==> src/rtl/bridgePkg.sv <==
package bridgePkg;

    //////////////////////////////
    // Bus widths
    //////////////////////////////

    // One 8-bit lane of either data bus
    typedef logic [7:0] byteLane_t;

    // Address bits 1..0, enough to pick a byte within a long word
    typedef logic [1:0] addrLow_t;

    // 68040 SIZ code
    // 00 long word, 01 byte, 10 word, 11 line
    typedef logic [1:0] transferSize_t;

    //////////////////////////////
    // Split cycle sequencer
    //////////////////////////////

    // Idle passes plain cycles straight through
    // FirstWord waits for the Amiga to take the upper word
    // SecondStart issues the local start for the lower word
    // SecondWord waits for the last acknowledge
    typedef enum logic [1:0] {
        idle,
        firstWord,
        secondStart,
        secondWord
    } cycleState_t;

endpackage
==> src/rtl/transferClassifier.sv <==
module transferClassifier (
    input  logic                      CLK80,
    input  logic                      RESETn,
    input  logic                      TSn,
    input  logic                      PORTSIZE,
    input  bridgePkg::transferSize_t  SIZ,
    input  bridgePkg::addrLow_t       A_AMIGA,
    input  logic                      longWordCycle,
    output logic                      longWordTransfer,
    output logic                      longWordStart,
    output logic                      flip
);

    // SIZ codes that move a whole long word
    localparam bridgePkg::transferSize_t SIZE_LONG = 2'b00;
    localparam bridgePkg::transferSize_t SIZE_LINE = 2'b11;

    // TSn as seen on the previous CLK80 fall
    logic tsnLast;

    //////////////////////////////
    // Size decode
    //////////////////////////////

    // Long and line sizes count as long words
    // A long port (PORTSIZE low) also takes the long word path
    assign longWordTransfer = (SIZ == SIZE_LONG) || (SIZ == SIZE_LINE) || !PORTSIZE;

    // Byte or word at offset 2 goes on the upper lanes of a word port
    // During a split cycle only the second word has A_AMIGA[1] set
    assign flip = (!longWordTransfer || longWordCycle) && A_AMIGA[1];

    //////////////////////////////
    // Split start flag
    //////////////////////////////

    always_ff @(negedge CLK80) begin
        if (!RESETn) begin
            tsnLast       <= 1'b1;
            longWordStart <= 1'b0;
        end else begin
            tsnLast <= TSn;
            // First fall with TSn low, long word into a word port
            // The local start of the second word is ignored
            longWordStart <= tsnLast && !TSn && PORTSIZE && longWordTransfer
                && !longWordCycle;
        end
    end

endmodule

==> config.mk <==
export PLATFORM = sky130hd
export DESIGN_NAME = transferClassifier
export DESIGN_NICKNAME = d
export VERILOG_FILES = /design/src/rtl/bridgePkg.sv /design/src/rtl/transferClassifier.sv
export SDC_FILE = /design/constraint.sdc
export NUM_CORES = 1
export LEC_CHECK = 0
export BUFFER_PORTS_ARGS = -buffer_cell sky130_fd_sc_hd__buf_2
export CORE_AREA = 2 2 39 41
export DETAILED_ROUTE_END_ITERATION = 16
export DIE_AREA = 0 0 41 43
export GPL_TIMING_DRIVEN = 0
export PLACE_DENSITY_LB_ADDON = 0.12
export SLEW_MARGIN = 20
export SYNTH_ARGS = -nofsm -noshare
export SYNTH_HDL_FRONTEND = slang
export SYNTH_SLANG_ARGS = --single-unit
export TNS_END_PERCENT = 10
==> constraint.sdc <==
create_clock -name CLK80 -period 3 [get_ports CLK80]
set_clock_uncertainty 0.2 [all_clocks]
set_input_delay 0.6 -clock CLK80 [delete_from_list [all_inputs] [get_ports CLK80]]
set_output_delay 0.6 -clock CLK80 [all_outputs]
set_load 0.05 [all_outputs]
; Word-level counts from Yosys, hierarchy flattened
; Cells that the tools add are included.
[word_totals]
out_inout_bits = 3
input_bits = 9
reg_bits = 2
elab_cells = 16
[op_classes]
n_eq_ne = 1
n_reduce_logical = 13
[ops]
columns = cell, count
row1 = $logic_and A1 B1 Y1, 5
row2 = $logic_not A1 Y1, 4
row3 = $logic_or A1 B1 Y1, 3
row4 = $eq A2 B2 Y1 const B, 1
row5 = $logic_not A2 Y1, 1

; Longest topological paths before layout
[depth]
word_depth = 6
ltp_mapped = 2
depth_no_buf = 2

==> flow_metrics.env <==
export IMPL_violations="negative setup slack"
export IMPL_cp_cell_sequence="buf_6"
export IMPL_start_util=0.0705
export IMPL_drtIter0Drc=0
export IMPL_antenna_cells=0
export IMPL_fp_dieH_um=43
export IMPL_cap_violations=0
export IMPL_worst_slew_pin_slew_ps=274
export IMPL_arrival_ps=2260
export IMPL_die_w_um=41
export IMPL_async_reset_ff_frac=0
export IMPL_cts_tree="built"
export IMPL_crit_slowest_cell="dfxtp_2"
export IMPL_critPathMaxFanout=1
export IMPL_maxSlewViolCount=0
export IMPL_via_per_inst=3.03
export IMPL_cp_slowest_stage_delay_ps=320
export IMPL_clk_latency_ps=290
export IMPL_critical_path_top_delay_family="flip-flops"
export IMPL_cts_buffers=3
export IMPL_drt_wl_total_um=308
export IMPL_path_class="register to output pin"
export IMPL_synth_edf_count=0
export IMPL_grt_pass1_vias=131
export IMPL_crit_required_ps=2200
export IMPL_dpl_instance_area_sq_um=168
export IMPL_core_area_sq_um=1380
export IMPL_clkPwrFrac=0.584
export IMPL_synthTopCellsByCount="dfxtp_1, nand2_1"
export IMPL_cts_max_level=1
export IMPL_ant_nets=0
export IMPL_power_leakage_nw=0.102
export IMPL_drtPass1Iterations=1
export IMPL_synth_distinct_cells=8
export IMPL_port_buffers=10
export IMPL_ir_worst_vdd_mv=0.189
export IMPL_drc=0
export IMPL_syn_inst=10
export IMPL_synth_top_area_frac=0.410
export IMPL_p_int_mw=0.0842
export IMPL_maxSlewHeadroom=0.816
export IMPL_cts_sinks=2
export IMPL_grt_total_usage=0.0480
export IMPL_finalSetupTns_ps=-56.4
export IMPL_ys_seq_area_frac=0.410
export IMPL_worstSetupEndpointType="output pin"
export IMPL_swShare=0.317
export IMPL_postCtsSetupRepairBufs=0
export IMPL_syn_mean_instance_area_sq_um=9.76
export IMPL_seq_power_share=0.229
export IMPL_drive_above_1_share=0.667
export IMPL_grt_first_pass_wirelength_um=469
export IMPL_grt_ovfl_total=0
export IMPL_die_area_sq_um=1760
export IMPL_antenna_found_initial=0
export IMPL_hold_violations=0
export IMPL_yosys_area_top_type="dfxtp_1"
export IMPL_power_total_mw=0.123
export IMPL_synth_main_ff_cell="dfxtp_1"
export IMPL_drt_wirelength_per_cell_um=7.70
export IMPL_io_pins=12
export IMPL_fill_cells=158
export IMPL_grt_max_degree=5
export IMPL_rsz0062_at_grt="true"
export IMPL_nets=35
export IMPL_pwr_share_comb=0.187
export IMPL_crit_buf_inv=1
export IMPL_syn_nets=19
export IMPL_powerDensity_nw_per_um2=612
export IMPL_synth_cell_area_sq_um=97.6
export IMPL_synth_warnings=0
export IMPL_ys_top_cells_by_area="dfxtp_1, a2111oi_2, a22o_2"
export IMPL_place_gp_congestion=0.541
export IMPL_final_area_sq_um=201
export IMPL_syn2layout_area_growth_pct=106
export IMPL_rows=14
export IMPL_setup_viol=1
export IMPL_ctsRootBufferMaster="clkbuf_4"
export IMPL_finalWorstSetupSlack_ps=-56.4
export IMPL_clk_path_buf_depth=2
export IMPL_via_count=121
export IMPL_worstHoldPathType="register to register"
export IMPL_status="finished with violations"
export IMPL_clk_transition_reported_paths_ps=40
export IMPL_startpoint_type="register"
export IMPL_netSwitchingPower_mw=0.0391
export IMPL_synth_seq_cells=2
==> power groups by stage <==
stage                     Sequential (mW)  Clock [mW]  Combinational [mW]
after global routing               0.0283      0.0844              0.0248
final                              0.0283      0.0720              0.0230
after CTS                          0.0283      0.0774              0.0232
after floorplan                    0.0294     0.00626              0.0135
after detailed placement           0.0284     0.00626              0.0228
after global placement             0.0284     0.00626              0.0225
==> flip-flops by register name (all words and copies together) (netlist names) <==
name and flops:
longWordStart 1, tsnLast 1
==> timing repair <==
action,CTS,global route
hold endpoints to repair,0,0
setup endpoints to repair,1,1
hold buffers,0,0
resized for setup,3,0
cloned,0,0
==> layout by cell type (no fill, tap or decap) <==
master,instances
buf_2,9
clkbuf_4,3
nand2_1,2
inv_1,2
nand2b_1,1
xor2_1,1
a2111oi_2,1
and2_1,1
a22o_2,1
dfxtp_2,1
buf_6,1
dfxtp_1,1
==> path summary, 6_finish.rpt <==
kind	cells past startpoint	endpoint	startpoint	slack, ps
worst min register to register	2	longWordStart	tsnLast	230
worst max register to register	2	longWordStart	tsnLast	2000
worst max-delay path	1	longWordStart	longWordStart	-60
worst min-delay path	2	longWordStart	tsnLast	230
==> metrics by stage <==
stage / std cells / hold WS (ps) / util / setup slack [ps]
6_report: 40 / 231 / 0.146 / -56.4
5_1_grt: 40 / 255 / 0.146 / -89.8
4_1_cts: 40 / 236 / 0.146 / -66.0
3_5_place_dp: 36 / 245 / 0.121 / -68.1
3_3_place_gp: 36 / 236 / 0.121 / -60.9
2_1_floorplan: 10 / 225 / - / 102
==> cell families after synthesis <==
logic type | synth area share
flops | 0.410
compound gates | 0.256
buf+inv | 0.0384
xor+xnor | 0.0898
simple gates | 0.205
==> per-layer routing <==
metal / share of wire / GRT usage
met4: 0 / 0.0533
met2: 0.26 / 0.0375
met5: 0 / 0
met1: 0.46 / 0.0446
met3: 0.27 / 0.0733
==> worst min-delay path, cell delays in order, from the launching register on <==
cell       delay [ps]
dfxtp_1           290
nand2_1            60
a2111oi_2          50
==> area by class of cell <==
cell class	count	area, sq um	share of cell area
well taps	16	20.0	0.0994
clock inverters	2	7.51	0.0373
repair buffers	10	56.3	0.280
flip-flops and latches	2	41.3	0.205
multi-input cells	7	53.8	0.267
clock buffers	3	22.5	0.112
(Power assumes the default switching activity.)
